==> src/rtl/tile_pkg.sv <==
/* Compute tile bus definitions */

package tile_pkg;

  //////////////////////////////////////////////////////////////////////
  // Bus widths
  //////////////////////////////////////////////////////////////////////

  localparam int TILE_AW = 32;
  localparam int TILE_DW = 32;
  localparam int TILE_SW = TILE_DW / 8;

  //////////////////////////////////////////////////////////////////////
  // Memory map
  //////////////////////////////////////////////////////////////////////

  // Local data memory at the bottom of the address space
  localparam int SRAM_WORDS      = 256;
  localparam int SRAM_RANGE_BITS = $clog2(SRAM_WORDS) + 2;

  // Everything above the memory's byte range must be zero
  localparam logic [TILE_AW-SRAM_RANGE_BITS-1:0] SRAM_MATCH = '0;

  // Boot ROM occupies the top 256 MB region
  localparam int               BOOT_MATCH_BITS = 4;
  localparam logic [BOOT_MATCH_BITS-1:0] BOOT_MATCH = 4'hf;
  localparam int               BOOT_WORDS      = 8;

  // Short start-up sequence: set up a stack pointer, then spin
  localparam logic [TILE_DW-1:0] BOOT_IMAGE [BOOT_WORDS] = '{
    32'h1820_0000,
    32'ha821_03fc,
    32'h1860_f000,
    32'ha863_0020,
    32'h8483_0000,
    32'h1500_0001,
    32'h0000_0000,
    32'h1500_0000
  };

  //////////////////////////////////////////////////////////////////////
  // Decoder targets
  //////////////////////////////////////////////////////////////////////

  typedef enum logic [1:0] {
    SEL_SRAM,
    SEL_BOOT,
    SEL_NONE
  } slave_sel_t;

endpackage

==> src/rtl/wb_if.sv <==
/* Wishbone classic bus */

interface wb_if import tile_pkg::*; #(
  parameter int AW = TILE_AW,
  parameter int DW = TILE_DW
);

  logic [AW-1:0]   adr;
  logic [DW-1:0]   dat_w;
  logic [DW-1:0]   dat_r;
  logic [DW/8-1:0] sel;
  logic            we;
  logic            cyc;
  logic            stb;
  logic            ack;
  logic            err;

  // Request side
  modport master (
    output adr, dat_w, sel, we, cyc, stb,
    input  dat_r, ack, err
  );

  // Response side
  modport slave (
    input  adr, dat_w, sel, we, cyc, stb,
    output dat_r, ack, err
  );

endinterface

==> src/rtl/tile_bootrom.sv <==
/* Boot ROM */

module tile_bootrom import tile_pkg::*; #(
  parameter int DW = 32
) (
  input logic  clk,
  input logic  reset_i,
  wb_if.slave  bus
);

  localparam int IDX_W = $clog2(BOOT_WORDS);

  // Word offset inside the ROM region
  logic [TILE_AW-BOOT_MATCH_BITS-3:0] word_idx;
  logic [DW-1:0]                      dat_q;
  logic                               ack_q;
  logic                               access;

  assign word_idx = bus.adr[TILE_AW-BOOT_MATCH_BITS-1:2];
  assign access   = bus.cyc & bus.stb & !ack_q;

  always_ff @(posedge clk) begin
    if (reset_i) begin
      ack_q <= 1'b0;
    end else begin
      ack_q <= access;
    end
  end

  // Past the image the region reads as zero
  always_ff @(posedge clk) begin
    if (access) begin
      if (word_idx < BOOT_WORDS) begin
        dat_q <= BOOT_IMAGE[word_idx[IDX_W-1:0]];
      end else begin
        dat_q <= {DW{1'b0}};
      end
    end
  end

  assign bus.dat_r = dat_q;
  assign bus.ack   = ack_q;
  assign bus.err   = 1'b0;

endmodule

==> src/flat_wrapper.sv <==
// flat-port wrapper written by rule: the top's interface ports become plain ports
module tile_bootrom_flat import tile_pkg::*;
#(
  parameter int DW = 32
)
  (clk, reset_i, bus_adr, bus_dat_w, bus_sel, bus_we, bus_cyc, bus_stb, bus_dat_r, bus_ack, bus_err);
  wb_if #(.DW(DW)) bus_i ();
  input logic clk;
  input logic reset_i;
  input wire logic [$bits(bus_i.adr)-1:0] bus_adr;
  input wire logic [$bits(bus_i.dat_w)-1:0] bus_dat_w;
  input wire logic [$bits(bus_i.sel)-1:0] bus_sel;
  input wire logic [$bits(bus_i.we)-1:0] bus_we;
  input wire logic [$bits(bus_i.cyc)-1:0] bus_cyc;
  input wire logic [$bits(bus_i.stb)-1:0] bus_stb;
  output wire logic [$bits(bus_i.dat_r)-1:0] bus_dat_r;
  output wire logic [$bits(bus_i.ack)-1:0] bus_ack;
  output wire logic [$bits(bus_i.err)-1:0] bus_err;
  assign bus_i.adr = bus_adr;
  assign bus_i.dat_w = bus_dat_w;
  assign bus_i.sel = bus_sel;
  assign bus_i.we = bus_we;
  assign bus_i.cyc = bus_cyc;
  assign bus_i.stb = bus_stb;
  assign bus_dat_r = bus_i.dat_r;
  assign bus_ack = bus_i.ack;
  assign bus_err = bus_i.err;
  tile_bootrom #(.DW(DW)) u_core (.clk(clk), .reset_i(reset_i), .bus(bus_i));
endmodule
==> config.mk <==
export PLATFORM = sky130hd
export DESIGN_NAME = tile_bootrom_flat
export DESIGN_NICKNAME = d
export VERILOG_FILES = /design/src/rtl/tile_pkg.sv /design/src/rtl/wb_if.sv /design/src/rtl/tile_bootrom.sv /design/src/flat_wrapper.sv
export SDC_FILE = /design/constraint.sdc
export NUM_CORES = 1
export LEC_CHECK = 0
export ABC_AREA = 1
export BUFFER_PORTS_ARGS = -buffer_cell sky130_fd_sc_hd__buf_4
export CAP_MARGIN = 25
export CORE_UTILIZATION = 28
export DETAILED_ROUTE_END_ITERATION = 6
export PLACE_DENSITY = 0.77
export SETUP_SLACK_MARGIN = 0.3
export SYNTH_ARGS = -nofsm -noshare
export SYNTH_HDL_FRONTEND = slang
export SYNTH_SLANG_ARGS = --single-unit
==> constraint.sdc <==
create_clock -name clk -period 1.7 [get_ports clk]
set_input_delay 0.51 -clock clk [delete_from_list [all_inputs] [get_ports clk]]
set_output_delay 0.51 -clock clk [all_outputs]
set_load 0.02 [all_outputs]
After elaboration in Yosys (flattened, before gate mapping)
Memories as Yosys holds them, arrays and structs flattened. A register that Yosys moved wholly into a read port is not among the register bits.
Index checks and enable logic that the tools add are counted.
Operators by class
  reduce and logical (&&, ||, !) cells: 2
  magnitude comparators: 1
  bitwise gates (word level): 3
Operator list (number)
  < comparator 26 x 4 -> 1 bit, second input constant: 1
  NOT 3 -> 4 bit: 1
  bitwise AND 1 bit: 2
  zero test 1 bit: 2
Storage, ports and cells
  flip-flop bits (word level): 1
  logic and storage cells: 8
  memories kept: 1
  input bits: 73
  output and inout bits: 34
  bits in read-only memories: 256
Memory list
  (name not given): words 8, bits a word 32, read ports 1, clocked after memory_dff 1, wr ports 0, line tile_bootrom.sv:34  | dat_q <= BOOT_IMAGE[word_idx[IDX_W-1:0]];

Depth between registers and ports, before layout
  depth after elaboration: 2
  depth in mapped cells: 7
  mapped depth without buffers: 7

Worst setup path before layout
OpenSTA, ideal clock, no wires.
  path type: input -> register
  start: input bus_stb
  end: register u_core.dat_q[0] (netlist: u_core.bus.dat_r[0]), enable pin
  setup slack: -138 ps
  required time: 1304 ps
  library setup time: 396 ps
  cell stages on the path: 2
  data arrival time: 1442 ps
  buffers on the path: 0
  cells stage by stage: inv_1 -> nor3_1
On the way
  longest elaborated chain between the ends: 2
RTL lines
  start, declared: line flat_wrapper.sv:15  | input wire logic [$bits(bus_i.stb)-1:0] bus_stb;
  bitwise AND 1 bit (2 in a row): line tile_bootrom.sv:20  | assign access = bus.cyc & bus.stb & !ack_q;
  named net u_core.access: line tile_bootrom.sv:17  | logic access;
  end, declared: line tile_bootrom.sv:15  | logic [DW-1:0] dat_q;
The timed path passes the listed nets, and every way through them passes these cells.
A chain may end at the register's enable or synchronous reset.

==> impl_metrics.sql <==
INSERT INTO impl_metrics (metric_group, metric, value, unit) VALUES
('run_status', 'run_status', 'finished clean', ''),
('cts', 'insertion_delay', '270', 'ps'),
('finish', 'area_delta_synth_final', '52.1', '%'),
('floorplanning', 'dieWidth', '55.3', 'um'),
('synth', 'synthesis.area_per_instance', '9.13', 'um2'),
('global_routing', 'grt_first_pass_wirelength', '2880', 'um'),
('setup_path', 'r2r_setup_slack', '680', 'ps'),
('timing', 'report.final.setup_viol', '0', ''),
('hold_path', 'min_from', 'reset_i', ''),
('cts', 'cts_inserted_buffers', '3', ''),
('setup_path', 'path_class', 'flop to primary output', ''),
('synth', 'synth.yosys.seq_area_share', '47.9', '%'),
('placed_design', 'post-dp-hpwl', '1370', 'um'),
('floorplanning', 'die_area', '3050', 'um2'),
('global_routing', 'grt_usage', '12.0', '%'),
('detailed_routing', 'drtPass1Iterations', '2', ''),
('detailed_routing', 'routed_vias', '700', ''),
('floorplanning', 'height_of_the_die', '55.3', 'um'),
('power', 'power.leakage', '0.614', 'nW'),
('floorplanning', 'initial_core_util', '30.9', '%'),
('cts', 'cts-root-to-sink-buffers', '2', ''),
('finish', 'nets', '208', ''),
('global_routing', 'final_global_route_overflow_total', '0', ''),
('timing', 'max_clock_freq', '694', 'MHz'),
('cts', 'path_clk_slew', '80', 'ps'),
('placed_design', 'dpl.cell_count', '159', ''),
('setup_path', 'worst_setup_path_startpoint', 'u_core.bus.dat_r[9]', ''),
('cts', 'cts_tree', 'done', ''),
('placed_design', 'gp_routability_congestion', '0.704', ''),
('cts', 'clock_sinks', '13', ''),
('synth', 'synth.yosys.warnings', '0', ''),
('synth', 'yosysUniqueCellTypes', '17', ''),
('run', 'max_cap_violations', '0', ''),
('detailed_routing', 'initial_drc_count', '2', ''),
('setup_path', 'required', '1190', 'ps'),
('timing', 'setup_repair_after_global_routing_missed_its_margin', 'yes', ''),
('floorplanning', 'floorplan.rows', '18', ''),
('finish', 'mostFrequentLayoutCell', 'sky130_fd_sc_hd__buf_4', ''),
('placed_design', 'port_buffers', '54', ''),
('global_routing', 'initial_antenna_violation_count', '0', ''),
('detailed_routing', 'met3_length', '139', 'um'),
('floorplanning', 'pin_count', '107', ''),
('hold_path', 'worst_hold_path.endpoint', 'u_core.bus.ack', ''),
('synth', 'postSynthRegisterBits', '13', ''),
('timing', 'worst_clock_skew', '0.926', 'ps'),
('detailed_routing', 'post-route-drc-count', '0', ''),
('timing', 'timing.final.crit_period', '1440', 'ps'),
('timing', 'totalNegativeSetupSlack', '0', 'ps'),
('finish', 'count_of_antenna_diodes_in_the_layout', '0', ''),
('setup_path', 'regToRegStartpoint', 'u_core.bus.ack', ''),
('detailed_routing', 'routed_len_inst', '10.2', 'um'),
('detailed_routing', 'drt-total-wl', '1670', 'um'),
('floorplanning', 'coreArea', '2570', 'um2'),
('finish', 'nFillCells', '260', ''),
('synth', 'cell_type_with_the_highest_aggregate_area_in_the_netlist', 'sky130_fd_sc_hd__edfxtp_1', ''),
('finish', 'post_route_cells_drive_above_1_share', '50.7', '%'),
('detailed_routing', 'antenna_left', '0', ''),
('power', 'ir_worst_vdd', '316', 'uV'),
('setup_path', 'reg2reg_to', 'u_core.bus.dat_r[26]', ''),
('setup_path', 'endpoint_kind', 'primary output', ''),
('synth', 'synth.top_cells.by_area', 'sky130_fd_sc_hd__edfxtp_1, sky130_fd_sc_hd__buf_4, sky130_fd_sc_hd__nor2_1, sky130_fd_sc_hd__nand2_1, sky130_fd_sc_hd__inv_1', ''),
('setup_path', 'crit_path_start_kind', 'flop', ''),
('synth', 'mappedNetlistArea', '795', 'um2'),
('cts', 'clockRootBuffer', 'sky130_fd_sc_hd__clkbuf_4', ''),
('timing', 'number_of_failing_hold_endpoints_at_the_final_stage', '0', ''),
('setup_path', 'worst_ep_arrival_time', '930', 'ps'),
('setup_path', 'ff2ff_path_depth', '2', ''),
('timing', 'slew_viol_final', '0', ''),
('cts', 'clock_tree.htree_level_count', '1', ''),
('hold_path', 'cell_depth_of_the_worst_hold_path', '2', ''),
('setup_path', 'crit_path_max_fanout', '7', '');
## metrics by stage
stage          power (mW)  utilization [%]  hold WS [ps]  instance area [um2]  worst slack (ps)
3_5_place_dp        0.557             44.0           520                 1130               202
5_1_grt             0.792             47.1           383                 1210               202
2_1_floorplan       0.488                -           589                  836               379
6_report            0.748             47.1           387                 1210               259
3_3_place_gp        0.552             44.0           497                 1130               239
4_1_cts             0.751             46.7           391                 1200               254
## synthesized netlist by cell type, drive strengths merged
master,n
nand3,4
nor3b,1
o21ai,1
buf,21
inv,9
or2,1
edfxtp,12
nand4,1
conb,1
nor4,1
nor2,22
nand2,11
nor3,1
dfxtp,1
## cell type report
| class | instances | area share (%) |
|---|---|---|
| clock buffers | 4 | 2.17 |
| flip-flops and latches | 13 | 31.6 |
| well taps | 30 | 3.11 |
| multi-input cells | 52 | 21.8 |
| repair buffers | 56 | 38.5 |
| inverters | 9 | 2.80 |
## repair_timing
item                       4_1_cts  5_1_grt
hold buffers                     0        0
hold endpoints to repair         0        0
buffers inserted                 1        0
resized for setup               10        3
setup endpoints to repair       11       14
## report_power, final
part | internal [mW] | switching [mW]
registers | 0.362 | 0.00745
clock network | 0.0909 | 0.0968
logic | 0.0933 | 0.0982
## registers in the layout, summed over array words and instances, names as in the netlist
name and flops:
u_core.bus.dat_r 12, u_core.bus.ack 1
## routing by layer
layer / vias up / GRT usage [%]
met5: - / 0
met3: 2 / 3.28
met1: 315 / 10.4
met4: 0 / 4.29
li1: 340 / -
met2: 43 / 25.1
## kinds of logic (layout without fill, tap and decap cells)
group | count (synthesis) | after routing | share of synthesized area (%)
DFF | 13 | 13 | 47.9
AOI/OAI and AO/OA | 1 | 1 | 1.10
and+or+nand+nor | 42 | 42 | 26.5
other | 1 | 9 | 0.472
buffers and inverters | 30 | 69 | 24.1
## worst max-delay path, cell delays in order, from the launching register on
cell and delay (ps):
sky130_fd_sc_hd__edfxtp_1 380, sky130_fd_sc_hd__buf_6 150, sky130_fd_sc_hd__buf_6 130
## worst max-delay path by stage
stage                                 to  slack, ps
detailed placement  u_core.bus.dat_r[15]        200
global route                bus_dat_r[7]        200
floorplan            u_core.bus.dat_r[0]        380
global placement    u_core.bus.dat_r[15]        240
CTS                         bus_dat_r[6]        250
finish                      bus_dat_r[7]        260
Note: power is estimated with default switching activity, not from simulation.
