==> src/rtl/tile_pkg.sv <==
/* Compute tile bus definitions */

package tile_pkg;

  //////////////////////////////////////////////////////////////////////
  // Bus widths
  //////////////////////////////////////////////////////////////////////

  localparam int TILE_AW = 32;
  localparam int TILE_DW = 32;
  localparam int TILE_SW = TILE_DW / 8;

  //////////////////////////////////////////////////////////////////////
  // Memory map
  //////////////////////////////////////////////////////////////////////

  // Local data memory at the bottom of the address space
  localparam int SRAM_WORDS      = 256;
  localparam int SRAM_RANGE_BITS = $clog2(SRAM_WORDS) + 2;

  // Everything above the memory's byte range must be zero
  localparam logic [TILE_AW-SRAM_RANGE_BITS-1:0] SRAM_MATCH = '0;

  // Boot ROM occupies the top 256 MB region
  localparam int               BOOT_MATCH_BITS = 4;
  localparam logic [BOOT_MATCH_BITS-1:0] BOOT_MATCH = 4'hf;
  localparam int               BOOT_WORDS      = 8;

  // Short start-up sequence: set up a stack pointer, then spin
  localparam logic [TILE_DW-1:0] BOOT_IMAGE [BOOT_WORDS] = '{
    32'h1820_0000,
    32'ha821_03fc,
    32'h1860_f000,
    32'ha863_0020,
    32'h8483_0000,
    32'h1500_0001,
    32'h0000_0000,
    32'h1500_0000
  };

  //////////////////////////////////////////////////////////////////////
  // Decoder targets
  //////////////////////////////////////////////////////////////////////

  typedef enum logic [1:0] {
    SEL_SRAM,
    SEL_BOOT,
    SEL_NONE
  } slave_sel_t;

endpackage

==> src/rtl/wb_if.sv <==
/* Wishbone classic bus */

interface wb_if import tile_pkg::*; #(
  parameter int AW = TILE_AW,
  parameter int DW = TILE_DW
);

  logic [AW-1:0]   adr;
  logic [DW-1:0]   dat_w;
  logic [DW-1:0]   dat_r;
  logic [DW/8-1:0] sel;
  logic            we;
  logic            cyc;
  logic            stb;
  logic            ack;
  logic            err;

  // Request side
  modport master (
    output adr, dat_w, sel, we, cyc, stb,
    input  dat_r, ack, err
  );

  // Response side
  modport slave (
    input  adr, dat_w, sel, we, cyc, stb,
    output dat_r, ack, err
  );

endinterface

==> src/rtl/tile_bus_arbiter.sv <==
/* Two-master round-robin arbiter */

module tile_bus_arbiter #(
  parameter int AW = 32,
  parameter int DW = 32
) (
  input logic   clk,
  input logic   reset_i,
  wb_if.slave   m0,
  wb_if.slave   m1,
  wb_if.master  shared
);

  logic [1:0] req;
  logic       gnt_valid_q;
  logic       gnt_valid_d;
  logic       gnt_idx_q;
  logic       gnt_idx_d;
  logic       last_q;
  logic       last_d;
  logic       gnt_cyc;

  assign req     = {m1.cyc & m1.stb, m0.cyc & m0.stb};
  assign gnt_cyc = gnt_idx_q ? m1.cyc : m0.cyc;

  //////////////////////////////////////////////////////////////////////
  // Grant control
  //////////////////////////////////////////////////////////////////////

  always_comb begin
    gnt_valid_d = gnt_valid_q;
    gnt_idx_d   = gnt_idx_q;
    last_d      = last_q;
    if (gnt_valid_q && !gnt_cyc) begin
      // Owner let go of cyc
      gnt_valid_d = 1'b0;
      last_d      = gnt_idx_q;
      // Hand over directly when the other master waits
      if (req[~gnt_idx_q]) begin
        gnt_valid_d = 1'b1;
        gnt_idx_d   = ~gnt_idx_q;
      end
    end else if (!gnt_valid_q && (|req)) begin
      gnt_valid_d = 1'b1;
      // Tie goes to whoever was not served last
      gnt_idx_d   = (&req) ? ~last_q : req[1];
    end
  end

  always_ff @(posedge clk) begin
    if (reset_i) begin
      gnt_valid_q <= 1'b0;
      gnt_idx_q   <= 1'b0;
      last_q      <= 1'b1;
    end else begin
      gnt_valid_q <= gnt_valid_d;
      gnt_idx_q   <= gnt_idx_d;
      last_q      <= last_d;
    end
  end

  //////////////////////////////////////////////////////////////////////
  // Request forwarding
  //////////////////////////////////////////////////////////////////////

  assign shared.adr   = !gnt_valid_q ? {AW{1'b0}} : (gnt_idx_q ? m1.adr : m0.adr);
  assign shared.dat_w = !gnt_valid_q ? {DW{1'b0}} : (gnt_idx_q ? m1.dat_w : m0.dat_w);
  assign shared.sel   = gnt_idx_q ? m1.sel : m0.sel;
  assign shared.we    = gnt_valid_q & (gnt_idx_q ? m1.we : m0.we);
  assign shared.cyc   = gnt_valid_q & gnt_cyc;
  assign shared.stb   = gnt_valid_q & (gnt_idx_q ? m1.stb : m0.stb);

  // Response goes only to the owner, the other sees zeros
  assign m0.dat_r = (gnt_valid_q && !gnt_idx_q) ? shared.dat_r : {DW{1'b0}};
  assign m0.ack   = gnt_valid_q & !gnt_idx_q & shared.ack;
  assign m0.err   = gnt_valid_q & !gnt_idx_q & shared.err;

  assign m1.dat_r = (gnt_valid_q && gnt_idx_q) ? shared.dat_r : {DW{1'b0}};
  assign m1.ack   = gnt_valid_q & gnt_idx_q & shared.ack;
  assign m1.err   = gnt_valid_q & gnt_idx_q & shared.err;

endmodule

==> src/flat_wrapper.sv <==
// flat-port wrapper written by rule: the top's interface ports become plain ports
module tile_bus_arbiter_flat 
#(
  parameter int AW = 32,
  parameter int DW = 32
)
  (clk, reset_i, m0_adr, m0_dat_w, m0_sel, m0_we, m0_cyc, m0_stb, m0_dat_r, m0_ack, m0_err, m1_adr, m1_dat_w, m1_sel, m1_we, m1_cyc, m1_stb, m1_dat_r, m1_ack, m1_err, shared_adr, shared_dat_w, shared_sel, shared_we, shared_cyc, shared_stb, shared_dat_r, shared_ack, shared_err);
  wb_if #(.AW(AW), .DW(DW)) m0_i ();
  wb_if #(.AW(AW), .DW(DW)) m1_i ();
  wb_if #(.AW(AW), .DW(DW)) shared_i ();
  input logic clk;
  input logic reset_i;
  input wire logic [$bits(m0_i.adr)-1:0] m0_adr;
  input wire logic [$bits(m0_i.dat_w)-1:0] m0_dat_w;
  input wire logic [$bits(m0_i.sel)-1:0] m0_sel;
  input wire logic [$bits(m0_i.we)-1:0] m0_we;
  input wire logic [$bits(m0_i.cyc)-1:0] m0_cyc;
  input wire logic [$bits(m0_i.stb)-1:0] m0_stb;
  output wire logic [$bits(m0_i.dat_r)-1:0] m0_dat_r;
  output wire logic [$bits(m0_i.ack)-1:0] m0_ack;
  output wire logic [$bits(m0_i.err)-1:0] m0_err;
  input wire logic [$bits(m1_i.adr)-1:0] m1_adr;
  input wire logic [$bits(m1_i.dat_w)-1:0] m1_dat_w;
  input wire logic [$bits(m1_i.sel)-1:0] m1_sel;
  input wire logic [$bits(m1_i.we)-1:0] m1_we;
  input wire logic [$bits(m1_i.cyc)-1:0] m1_cyc;
  input wire logic [$bits(m1_i.stb)-1:0] m1_stb;
  output wire logic [$bits(m1_i.dat_r)-1:0] m1_dat_r;
  output wire logic [$bits(m1_i.ack)-1:0] m1_ack;
  output wire logic [$bits(m1_i.err)-1:0] m1_err;
  output wire logic [$bits(shared_i.adr)-1:0] shared_adr;
  output wire logic [$bits(shared_i.dat_w)-1:0] shared_dat_w;
  output wire logic [$bits(shared_i.sel)-1:0] shared_sel;
  output wire logic [$bits(shared_i.we)-1:0] shared_we;
  output wire logic [$bits(shared_i.cyc)-1:0] shared_cyc;
  output wire logic [$bits(shared_i.stb)-1:0] shared_stb;
  input wire logic [$bits(shared_i.dat_r)-1:0] shared_dat_r;
  input wire logic [$bits(shared_i.ack)-1:0] shared_ack;
  input wire logic [$bits(shared_i.err)-1:0] shared_err;
  assign m0_i.adr = m0_adr;
  assign m0_i.dat_w = m0_dat_w;
  assign m0_i.sel = m0_sel;
  assign m0_i.we = m0_we;
  assign m0_i.cyc = m0_cyc;
  assign m0_i.stb = m0_stb;
  assign m0_dat_r = m0_i.dat_r;
  assign m0_ack = m0_i.ack;
  assign m0_err = m0_i.err;
  assign m1_i.adr = m1_adr;
  assign m1_i.dat_w = m1_dat_w;
  assign m1_i.sel = m1_sel;
  assign m1_i.we = m1_we;
  assign m1_i.cyc = m1_cyc;
  assign m1_i.stb = m1_stb;
  assign m1_dat_r = m1_i.dat_r;
  assign m1_ack = m1_i.ack;
  assign m1_err = m1_i.err;
  assign shared_adr = shared_i.adr;
  assign shared_dat_w = shared_i.dat_w;
  assign shared_sel = shared_i.sel;
  assign shared_we = shared_i.we;
  assign shared_cyc = shared_i.cyc;
  assign shared_stb = shared_i.stb;
  assign shared_i.dat_r = shared_dat_r;
  assign shared_i.ack = shared_ack;
  assign shared_i.err = shared_err;
  tile_bus_arbiter #(.AW(AW), .DW(DW)) u_core (.clk(clk), .reset_i(reset_i), .m0(m0_i), .m1(m1_i), .shared(shared_i));
endmodule
==> config.mk <==
export PLATFORM = sky130hd
export DESIGN_NAME = tile_bus_arbiter_flat
export DESIGN_NICKNAME = d
export VERILOG_FILES = /design/src/rtl/tile_pkg.sv /design/src/rtl/wb_if.sv /design/src/rtl/tile_bus_arbiter.sv /design/src/flat_wrapper.sv
export SDC_FILE = /design/constraint.sdc
export NUM_CORES = 1
export LEC_CHECK = 0
export ABC_AREA = 1
export ABC_CLOCK_PERIOD_IN_PS = 1800
export BUFFER_PORTS_ARGS = -buffer_cell sky130_fd_sc_hd__buf_2
export CORE_AREA = 2 2 123 125
export CTS_CLUSTER_DIAMETER = 40
export CTS_CLUSTER_SIZE = 24
export DETAILED_ROUTE_END_ITERATION = 8
export DIE_AREA = 0 0 125 127
export PLACE_DENSITY = 0.53
export REMOVE_ABC_BUFFERS = 1
export SYNTH_ARGS = -nofsm -noshare
export SYNTH_HDL_FRONTEND = slang
export SYNTH_SLANG_ARGS = --single-unit
==> constraint.sdc <==
create_clock -name clk -period 1.8 [get_ports clk]
set_input_delay 0.18 -clock clk [delete_from_list [all_inputs] [get_ports clk]]
set_output_delay 0.18 -clock clk [all_outputs]
set_load 0.005 [all_outputs]
### Word level (Yosys, flattened, before mapping)

Cells that the tools add are included.

| cells by class | value |
|---|---|
| add/sub/neg operators | 0 |
| multiply operators | 0 |
| div/mod/pow operators | 0 |
| $lt $le $gt $ge | 1 |
| equality and inequality tests | 1 |
| shift-type cells | 0 |
| multiplexer cells | 19 |
| bitwise operators | 13 |
| reductions and logical operators | 11 |

Operators by type and width:

| kind | count |
|---|---|
| 2-to-1 mux 32 bit | 6 |
| 2-to-1 mux 1 bit | 12 |
| AND 1 bit | 11 |
| logical AND 1 bit | 4 |
| 2-to-1 mux 4 bit | 1 |
| AND reduction 2 bit | 2 |
| zero test 1 bit | 3 |
| < comparator 1 x 2 -> 1 bit, second input constant | 1 |
| != test 2 bit, second input constant | 1 |
| inverter 1 bit | 2 |
| nonzero test 2 bit | 1 |
| OR reduction 2 bit | 1 |

| storage, ports and cells | value |
|---|---|
| bits in registers | 3 |
| latch bits | 0 |
| bits in writable memories | 0 |
| bits in read-only memories | 0 |
| input port bits | 178 |
| word-level logic and storage cells | 48 |
| memories | 0 |

### Longest topological paths before layout

Gate-level depths: netlist of the first run.

| depth | value |
|---|---|
| depth after elaboration | 5 |
| mapped depth | 9 |
| mapped depth without buffers | 8 |

### Worst setup path after synthesis of the first run

OpenSTA, ideal clock, no wires.

| timing | value |
|---|---|
| path type | register -> output |
| from | register u_core.gnt_idx_q |
| to | output port shared_adr[0] |
| data arrival time | 0.937 ns |
| required time | 1.620 ns |
| slack | 0.683 ns |
| cell stages (with the launch flop) | 6 |
| cell sequence | dfxtp_1 -> buf_6 -> inv_4 -> clkbuf_1 -> nand3_1 -> nand2_1 |

| on the way | value |
|---|---|
| cells in the longest elaborated chain, start to end | 2 |

RTL lines:

| element | RTL line | text |
|---|---|---|
| from (decl) | tile_bus_arbiter.sv:17 | `logic gnt_idx_q;` |
| from (signal assigned) | tile_bus_arbiter.sv:57 | `gnt_idx_q <= gnt_idx_d;` |
| 2-to-1 mux 32 bit (2 in series) | tile_bus_arbiter.sv:66 | `assign shared.adr = !gnt_valid_q ? {AW{1'b0}} : (gnt_idx_q ? m1.adr : m0.adr);` |
| to (decl) | flat_wrapper.sv:31 | `output wire logic [$bits(shared_i.adr)-1:0] shared_adr;` |

Every way passes these cells.

### Worst setup path in the final report of the first run

| timing | value |
|---|---|
| from | register u_core.gnt_valid_q |
| to | output port m0_dat_r[19] |

| on the way | value |
|---|---|
| cells in the longest elaborated chain, start to end | 2 |

RTL lines:

| element | RTL line | text |
|---|---|---|
| from (decl) | tile_bus_arbiter.sv:15 | `logic gnt_valid_q;` |
| from (signal assigned) | tile_bus_arbiter.sv:56 | `gnt_valid_q <= gnt_valid_d;` |
| logical AND 1 bit | tile_bus_arbiter.sv:74 | `assign m0.dat_r = (gnt_valid_q && !gnt_idx_q) ? shared.dat_r : {DW{1'b0}};` |
| 2-to-1 mux 32 bit | tile_bus_arbiter.sv:74 |  |
| to (decl) | flat_wrapper.sv:19 | `output wire logic [$bits(m0_i.dat_r)-1:0] m0_dat_r;` |

Every way passes these cells.

==> results of run 1 <==
==> metrics by stage <==
stage	setup TNS, ns	std cells	area, µm²	setup WS, ns
4_1_cts	0	864	3470	0.206
6_report	0	865	3480	0.210
3_3_place_gp	0	860	3390	0.443
3_5_place_dp	0	860	3390	0.456
2_1_floorplan	-129.42	351	1480	-1.15
5_1_grt	0	865	3480	0.0702
==> path summary, 6_finish.rpt <==
kind / to / slack, ns / cells after the start
worst max-delay path: m0_dat_r[19] / 0.21 / 5
worst max register to register: u_core.gnt_valid_q$_SDFFE_PP0P_ / 0.49 / 8
worst min-delay path: u_core.last_q$_SDFFE_PP1P_ / 0.20 / 3
worst min register to register: u_core.last_q$_SDFFE_PP1P_ / 0.45 / 2
==> worst register-to-register path: stages (launching register included) <==
cell,delay (ns)
dfxtp_1,0.42
inv_4,0.07
buf_4,0.20
nand2_2,0.08
nand3_2,0.09
o21ai_1,0.20
nand2_1,0.07
nand2_1,0.05
inv_1,0.03
==> final cells by class <==
class | instances | area, µm²
multi-input combinational | 307 | 1260
tap | 184 | 230
timing repair buffer | 325 | 1690
antenna | 1 | 2.50
sequential | 3 | 61.3
fill | 1696 | 10900
inverter | 41 | 156
clock buffer | 4 | 78.8
==> registers in the layout, indices dropped and copies added (netlist names) <==
name and count:
u_core.last_q 1, u_core.gnt_idx_q 1, u_core.gnt_valid_q 1
==> metal layers <==
metal,GRT usage,vias up,wire length (µm)
li1,-,1748,-
met1,0.123,1401,3700
met2,0.205,187,5080
met3,0.0168,7,821
met4,0.0333,0,137
met5,0,-,0
==> report_power, final <==
part / internal, mW / total, mW / switching [mW]
clock: 0.293 / 0.366 / 0.0729
sequential: 0.0771 / 0.0897 / 0.0126
combinational: 0.485 / 1.06 / 0.572
total: 0.856 / 1.51 / 0.657
==> cell usage in the layout, fill, tap and decap left out <==
master / n
nand3_2: 1
nand2_1: 159
nand2_2: 1
buf_2: 316
dfxtp_1: 2
nor2_1: 72
nand3_1: 69
clkbuf_16: 3
buf_4: 6
diode_2: 1
inv_1: 39
clkbuf_1: 1
o21ai_0: 1
inv_4: 1
inv_2: 1
buf_12: 3
dfxtp_2: 1
o21ai_1: 1
nand2_4: 1
a21oi_1: 2
==> cells by family after synthesis <==
group,after synthesis,share of synthesized area
and+or+nand+nor,303,0.755
DFF,3,0.0366
AOI/OAI and AO/OA,4,0.0122
buffers and inverters,70,0.196
==> flow_summary.json, run 1 <==
{
  "max_cap_violations": 0,
  "worstPathRequired_ns": 1.62,
  "cp_num_buf_inv": 3,
  "grt_use_total": 0.108,
  "end_kind": "primary output",
  "grt_overflow_total": 0,
  "routed_wl_mm": 9.74,
  "vdd_drop_max_mv": 0.212,
  "areaGrowthSynthToFinish_pct": 112,
  "worst_path_max_delay_cell": "dfxtp_2",
  "viasPerCell": 3.86,
  "ant_nets": 0,
  "post_drt_wl_per_cell_um": 11.3,
  "synthFlopType": "dfxtp_1",
  "firstDrtPassIters": 4,
  "finalMaxSlewViolations": 0,
  "hold_class": "in -> reg",
  "die_area_mm2": 0.0159,
  "io_buffers": 316,
  "hold_start": "reset_i",
  "rsz0062_at_grt": "no",
  "synth_area_mm2": 0.00164,
  "p_total_mw": 1.51,
  "crit_arrival_ns": 1.41,
  "outcome": "finished clean",
  "cp-start-kind": "flop",
  "period_minus_slack_ns": 1.59,
  "hold_ws_ns": 0.203,
  "die_width_um": 125,
  "crit_family": "buffers and inverters",
  "synth-edff-count": 0,
  "rows": 44,
  "ys_async_sr_fraction": 0,
  "root_buffer": "clkbuf_16",
  "yosys_register_bits": 3,
  "synth.top_cells.by_count": "nand2_1 (159), nor2_1 (72), nand3_1 (69)",
  "synth_top_area_frac": 0.364,
  "die_h_um": 127,
  "first_global_vias": 2857,
  "clk_path_buf_depth": 2,
  "cts_hold_buf": 0,
  "grt_max_degree": 58,
  "crit_path_start": "u_core.gnt_valid_q$_SDFFE_PP0P_",
  "final_core_util": 0.241,
  "crit_fanout": 45,
  "cts_made_buffers": 3,
  "power.density_mw_per_mm2": 435,
  "final_nets": 859,
  "clk_latency_ns": 0.23,
  "regToRegStartpoint": "u_core.gnt_idx_q$_SDFFE_PP0P_",
  "p_leak_nw": 2.58,
  "max_freq_ghz": 0.629,
  "yosys.area.top_type": "nand2_1",
  "synth.area.top_cells": "nand2_1 (36%), nand3_1 (21%), nor2_1 (16%)",
  "antenna_found_initial": 1,
  "hold_viol": 0,
  "drive_above_1_share": 0.491,
  "crit_type": "reg -> out",
  "cp_slowest_stage_delay_ns": 0.38,
  "slew-limit-headroom": 0.759,
  "routabilityCongestion": 0.789,
  "cts_max_level": 1,
  "numClockSinks": 3,
  "synth.avg_cell_area_um2": 4.32,
  "cp_cell_sequence": "buf_12 > nand2_1 > buf_4 > nor2_1 > buf_2",
  "grt_pass1_wl_mm": 14.0,
  "post-synth-top-count-cell": "nand2_1",
  "worst_clock_skew_ns": 0.00290,
  "first_iter_violations": 166,
  "hpwlAfterDp_mm": 8.17,
  "cts_tree": "built",
  "synth_cell_types": 17,
  "ys_warn_count": 0,
  "setup_viol": 0,
  "cts_resized": 0,
  "fin_crit_sh": 0.883,
  "drcViolationCount": 0,
  "worst_pin_slew_ns": 0.362,
  "netlist_instances": 380,
  "core_area_mm2": 0.0144,
  "io_pins": 317,
  "cts.clk_slew.worst_paths_ns": 0.03,
  "start_util": 0.114,
  "postCtsSetupBuffers": 0,
  "ys_seq_area_frac": 0.0366,
  "num_vias": 3343
}
Note: power is estimated with default switching activity, not from simulation.
==> run 2: changes to the inputs <==
--- a/config.mk
+++ b/config.mk
@@ -8,12 +8,13 @@
 export ABC_AREA = 1
 export ABC_CLOCK_PERIOD_IN_PS = 1800
 export BUFFER_PORTS_ARGS = -buffer_cell sky130_fd_sc_hd__buf_2
-export CORE_AREA = 2 2 123 125
+export CORE_AREA = 4 4 121 123
+export CTS_BUF_LIST = sky130_fd_sc_hd__clkbuf_16
 export CTS_CLUSTER_DIAMETER = 40
 export CTS_CLUSTER_SIZE = 24
 export DETAILED_ROUTE_END_ITERATION = 8
 export DIE_AREA = 0 0 125 127
-export PLACE_DENSITY = 0.53
+export PLACE_DENSITY = 0.55
 export REMOVE_ABC_BUFFERS = 1
 export SYNTH_ARGS = -nofsm -noshare
 export SYNTH_HDL_FRONTEND = slang
==> flow_summary.json, run 2 (synthesis results as in run 1) <==
{
  "grt-busiest-layer": "met2",
  "hold_viol": 0,
  "cts.clk_slew.worst_paths_ns": 0.03,
  "first_global_vias": 3130,
  "use_met1": 0.132,
  "firstDrtPassIters": 4,
  "max_cap_violations": 0,
  "max_freq_ghz": 0.615,
  "worstPathRequired_ns": 1.62,
  "crit_family": "buffers and inverters",
  "viasPerCell": 3.86,
  "first_iter_violations": 140,
  "rows": 43,
  "ant_nets": 0,
  "fin_crit_sh": 0.903,
  "post_drt_wl_per_cell_um": 12.1,
  "cp-start-kind": "flop",
  "drcViolationCount": 0,
  "worst_path_max_delay_cell": "dfxtp_2",
  "antenna_found_initial": 0,
  "worst_pin_slew_ns": 0.376,
  "die_h_um": 127,
  "cts_hold_buf": 0,
  "gr-usage-met3": 0.0276,
  "postCtsSetupBuffers": 0,
  "reg.largest.list": "u_core.gnt_idx_q x1, u_core.gnt_valid_q x1, u_core.last_q x1",
  "vdd_drop_max_mv": 0.228,
  "drive_above_1_share": 0.493,
  "crit_fanout": 25,
  "grt_overflow_total": 0,
  "p_leak_nw": 2.59,
  "worst_clock_skew_ns": 0.00333,
  "cts_tree": "built",
  "antenna_cells": 0,
  "setup_viol": 0,
  "routabilityCongestion": 0.789,
  "crit_type": "reg -> out",
  "grt_pass1_wl_mm": 15.3,
  "clk_path_buf_depth": 2,
  "finalMaxSlewViolations": 0,
  "final_common_cell": "buf_2",
  "fillCellCount": 1600,
  "final_nets": 860,
  "root_buffer": "clkbuf_16",
  "cts_made_buffers": 3,
  "core_area_mm2": 0.0137,
  "crit_arrival_ns": 1.45,
  "final_core_util": 0.254,
  "cp_num_buf_inv": 3,
  "num_vias": 3326,
  "clk_latency_ns": 0.23,
  "mostFrequentLayoutCells": "buf_2 (316), nand2_1 (159), nor2_1 (72)",
  "io_buffers": 316,
  "start_util": 0.120,
  "slew-limit-headroom": 0.749,
  "cts_max_level": 1,
  "cp_slowest_stage_delay_ns": 0.37,
  "die_area_mm2": 0.0159,
  "areaGrowthSynthToFinish_pct": 112,
  "end_kind": "primary output",
  "power.density_mw_per_mm2": 435,
  "rsz0062_at_grt": "no",
  "outcome": "finished clean",
  "cp_common_cell": "buf_4",
  "period_minus_slack_ns": 1.63,
  "cp_cell_sequence": "buf_4 > nand2_1 > buf_4 > nor2_1 > buf_2",
  "grt_max_degree": 52,
  "hold_class": "in -> reg",
  "routed_wl_mm": 10.4,
  "numClockSinks": 3,
  "die_width_um": 125,
  "cts_resized": 0,
  "grt_use_total": 0.117,
  "tns_ns": 0,
  "io_pins": 317,
  "grtUsageMet2": 0.213,
  "hpwlAfterDp_mm": 8.73
}
[run 2: changes by cell type in the layout (fill, tap and decap cells not counted)]
| cell | before | now |
|---|---|---|
| inv_1 | 39 | 40 |
| dfxtp_2 | 1 | 2 |
| buf_4 | 6 | 7 |
| dfxtp_1 | 2 | 1 |
| diode_2 | 1 | 0 |
| clkbuf_1 | 1 | 0 |
[run 2: final timing paths]
check / from / end / slack [ns] / depth (start not counted)
worst max-delay path: u_core.gnt_valid_q$_SDFFE_PP0P_ / m0_dat_r[8] / 0.17 / 5
worst min-delay path: reset_i / u_core.last_q$_SDFFE_PP1P_ / 0.17 / 3
worst max register to register: u_core.gnt_idx_q$_SDFFE_PP0P_ / u_core.gnt_idx_q$_SDFFE_PP0P_ / 0.55 / 6
worst min register to register: u_core.last_q$_SDFFE_PP1P_ / u_core.last_q$_SDFFE_PP1P_ / 0.45 / 2
[run 2: layout make-up]
cell class / instances / area (µm²) / area share
timing repair buffer: 326 / 1690 / 0.487
multi-input combinational: 307 / 1260 / 0.362
tap: 180 / 225 / 0.0648
inverter: 41 / 156 / 0.0450
clock buffer: 3 / 75.1 / 0.0216
sequential: 3 / 62.6 / 0.0180
clock inverter: 1 / 3.75 / 0.00108
[run 2: routing by layer]
layer  vias to the layer above  share of wire
met3                        14          0.084
met2                       178           0.50
met5                         -              0
li1                       1748              -
met4                         0          0.022
met1                      1386           0.39
[run 2: worst min-delay path: cells and delay by family]
kind                   cells  cell delay [ns]
and+or+nand+nor            1             0.06
buffers and inverters      2             0.13
[run 2: through the flow]
step	cells	hold slack (ns)	instance area, µm²	worst slack (ns)	total power, mW
2_1_floorplan	351	0.296	1480	-1.15	0.540
6_report	861	0.170	3480	0.175	1.51
3_3_place_gp	857	0.410	3400	0.412	1.18
5_1_grt	861	0.190	3480	0.0353	1.67
4_1_cts	861	0.180	3480	0.117	1.53
3_5_place_dp	857	0.412	3400	0.361	1.17
[run 2: where the power goes]
| part | switching [mW] | internal (mW) |
|---|---|---|
| Clock | 0.0643 | 0.287 |
| Combinational | 0.578 | 0.490 |
| Sequential | 0.0157 | 0.0780 |
| Total | 0.658 | 0.854 |
==> run 3: changes to the inputs <==
--- a/config.mk
+++ b/config.mk
@@ -6,15 +6,15 @@
 export NUM_CORES = 1
 export LEC_CHECK = 0
 export ABC_AREA = 1
-export ABC_CLOCK_PERIOD_IN_PS = 1800
+export ABC_CLOCK_PERIOD_IN_PS = 1350
 export BUFFER_PORTS_ARGS = -buffer_cell sky130_fd_sc_hd__buf_2
-export CORE_AREA = 4 4 121 123
+export CORE_AREA = 4 4 120 122
 export CTS_BUF_LIST = sky130_fd_sc_hd__clkbuf_16
 export CTS_CLUSTER_DIAMETER = 40
 export CTS_CLUSTER_SIZE = 24
 export DETAILED_ROUTE_END_ITERATION = 8
-export DIE_AREA = 0 0 125 127
-export PLACE_DENSITY = 0.55
+export DIE_AREA = 0 0 124 126
+export PLACE_DENSITY = 0.58
 export REMOVE_ABC_BUFFERS = 1
 export SYNTH_ARGS = -nofsm -noshare
 export SYNTH_HDL_FRONTEND = slang
==> constraint.sdc (replaced) <==
create_clock -name clk -period 1.35 [get_ports clk]
set_input_delay 0.135 -clock clk [delete_from_list [all_inputs] [get_ports clk]]
set_output_delay 0.135 -clock clk [all_outputs]
set_load 0.005 [all_outputs]
==> flow_summary.json, run 3 (synthesis results as in run 1) <==
{
  "outcome": "finished, violations left",
  "violations": "setup timing",
  "cts_max_level": 1,
  "finalMaxSlewViolations": 0,
  "start_util": 0.124,
  "root_buffer": "clkbuf_16",
  "die_h_um": 126,
  "die_area_mm2": 0.0156,
  "hold_viol": 0,
  "num_vias": 3475,
  "crit_arrival_ns": 1.25,
  "numClockSinks": 3,
  "final_nets": 880,
  "intPower_mw": 1.35,
  "io_pins": 317,
  "period_minus_slack_ns": 1.39,
  "setup_viol": 63,
  "final_common_cell": "buf_2",
  "areaGrowthSynthToFinish_pct": 144,
  "max_cap_violations": 0,
  "firstDrtPassIters": 4,
  "clk_path_buf_depth": 2,
  "p_leak_nw": 2.83,
  "antenna_cells": 0,
  "regArea_um2": 67.6,
  "min_to": "u_core.last_q$_SDFFE_PP1P_",
  "hold_class": "in -> reg",
  "rsz0062_at_grt": "yes",
  "power.density_mw_per_mm2": 581,
  "routabilityCongestion": 0.923,
  "worstPathRequired_ns": 1.22,
  "hpwlAfterDp_mm": 8.73,
  "ant_nets": 0,
  "regToRegStartpoint": "u_core.gnt_valid_q$_SDFFE_PP0P_",
  "fin_ws_ns": -0.0384,
  "max_freq_ghz": 0.720,
  "grt_use_total": 0.123,
  "r2r_end": "u_core.gnt_idx_q$_SDFFE_PP0P_",
  "clk_latency_ns": 0.23,
  "crit_type": "reg -> out",
  "crit_fanout": 5,
  "vdd_drop_max_mv": 0.362,
  "grt_overflow_total": 0,
  "hold_start": "reset_i",
  "cts_tree": "built",
  "antenna_found_initial": 1,
  "rows": 42,
  "cts_hold_buf": 0,
  "pwr-share-comb": 0.744,
  "fillCellCount": 1517,
  "fin_crit_sh": 1.03,
  "placed_cells": 860,
  "final_core_util": 0.304,
  "r2r.worst_path.cells": 7,
  "first_global_vias": 3109,
  "placed_cell_area_mm2": 0.00348,
  "slew-limit-headroom": 0.811,
  "drcViolationCount": 0,
  "io_buffers": 316,
  "cts.clk_slew.worst_paths_ns": 0.03,
  "drive_above_1_share": 0.568,
  "worst_clock_skew_ns": 0.00397,
  "p_sw_mw": 0.974,
  "viasPerCell": 3.96,
  "die_width_um": 124,
  "post_drt_wl_per_cell_um": 12.8,
  "cp-start-kind": "flop",
  "reg.largest.list": "u_core.gnt_idx_q x1, u_core.gnt_valid_q x1, u_core.last_q x1",
  "switching_share": 0.418,
  "p_clk_frac": 0.202,
  "final_cell_count_no_fill": 877,
  "cts_made_buffers": 3,
  "end_kind": "primary output",
  "worst_pin_slew_ns": 0.281,
  "core_area_mm2": 0.0132,
  "grt_pass1_wl_mm": 15.3,
  "first_iter_violations": 114,
  "fin_area_mm2": 0.00401,
  "regToRegSetupSlack_ns": 0.14,
  "routed_wl_mm": 11.2,
  "power.share.sequential": 0.054,
  "grt_max_degree": 36,
  "mostFrequentLayoutCells": "buf_2 (315), nand2_1 (132), nand3_1 (68)",
  "whs_path_depth": 3,
  "multi_input_comb_area_mm2": 0.00141
}
## run 3: cell count changes in the layout (fill, tap and decap cells not counted), moves of 3 or more
cell     previous run  this run
nor2_2              0        13
nand2_4             1         8
buf_6               0         6
nand2_1           159       132
nor2_1             72        58
nand2_2             1        21
buf_12              3        11
buf_16              0         3
## run 3: worst max-delay path: stages (launching register included)
cell and delay [ns]:
dfxtp_4 0.38, nand2_4 0.08, inv_8 0.08, buf_12 0.13
clkbuf_16 0.15, nand2_2 0.04, nand2_1 0.05, buf_2 0.11
## run 3: cell type report
class | count | share of cell area
Clock buffer | 3 | 0.0187
Clock inverter | 1 | 0.000937
Inverter | 41 | 0.0415
Multi-Input combinational cell | 307 | 0.351
Sequential cell | 3 | 0.0169
Tap cell | 176 | 0.0550
Timing Repair Buffer | 346 | 0.515
## run 3: timing repair
item	4_1_cts	5_1_grt
resized for setup	15	54
hold endpoints to repair	0	0
setup endpoints to repair	103	138
pin swaps	1	0
setup buffers	8	1
gates cloned	4	2
## run 3: stage by stage
step	TNS [ns]	power [mW]	setup WS, ns	hold WS (ns)
floorplan	-185.45	0.720	-1.56	0.251
global placement	0	1.64	0.103	0.368
detailed placement	0	1.64	0.111	0.375
CTS	-2.15	2.29	-0.0583	0.142
global route	-7.03	2.53	-0.110	0.183
finish	-0.899	2.33	-0.0384	0.137
## run 3: per-layer routing
metal  track usage  part of all wire
met1         0.137              0.38
met2         0.230              0.52
met3        0.0265             0.095
met4        0.0348            0.0085
met5             0            0.0012
## run 3: power groups by stage
stage / Clock [mW] / Combinational [mW] / Sequential, mW
4_1_cts: 0.480 / 1.69 / 0.125
2_1_floorplan: 0 / 0.542 / 0.178
6_report: 0.471 / 1.73 / 0.126
3_3_place_gp: 0 / 1.52 / 0.124
5_1_grt: 0.486 / 1.92 / 0.129
3_5_place_dp: 0 / 1.51 / 0.124
## run 3: how the worst max path moves through the flow
stage | cells after the start | endpoint | startpoint | slack, ns
after floorplan | 4 | shared_adr[0] | u_core.gnt_valid_q$_SDFFE_PP0P_ | -1.56
final | 7 | shared_dat_w[30] | u_core.gnt_valid_q$_SDFFE_PP0P_ | -0.04
after global placement | 5 | shared_adr[18] | u_core.gnt_valid_q$_SDFFE_PP0P_ | 0.10
after global routing | 7 | shared_dat_w[19] | u_core.gnt_valid_q$_SDFFE_PP0P_ | -0.11
after detailed placement | 6 | shared_adr[28] | u_core.gnt_idx_q$_SDFFE_PP0P_ | 0.11
after CTS | 7 | shared_adr[28] | u_core.gnt_valid_q$_SDFFE_PP0P_ | -0.06
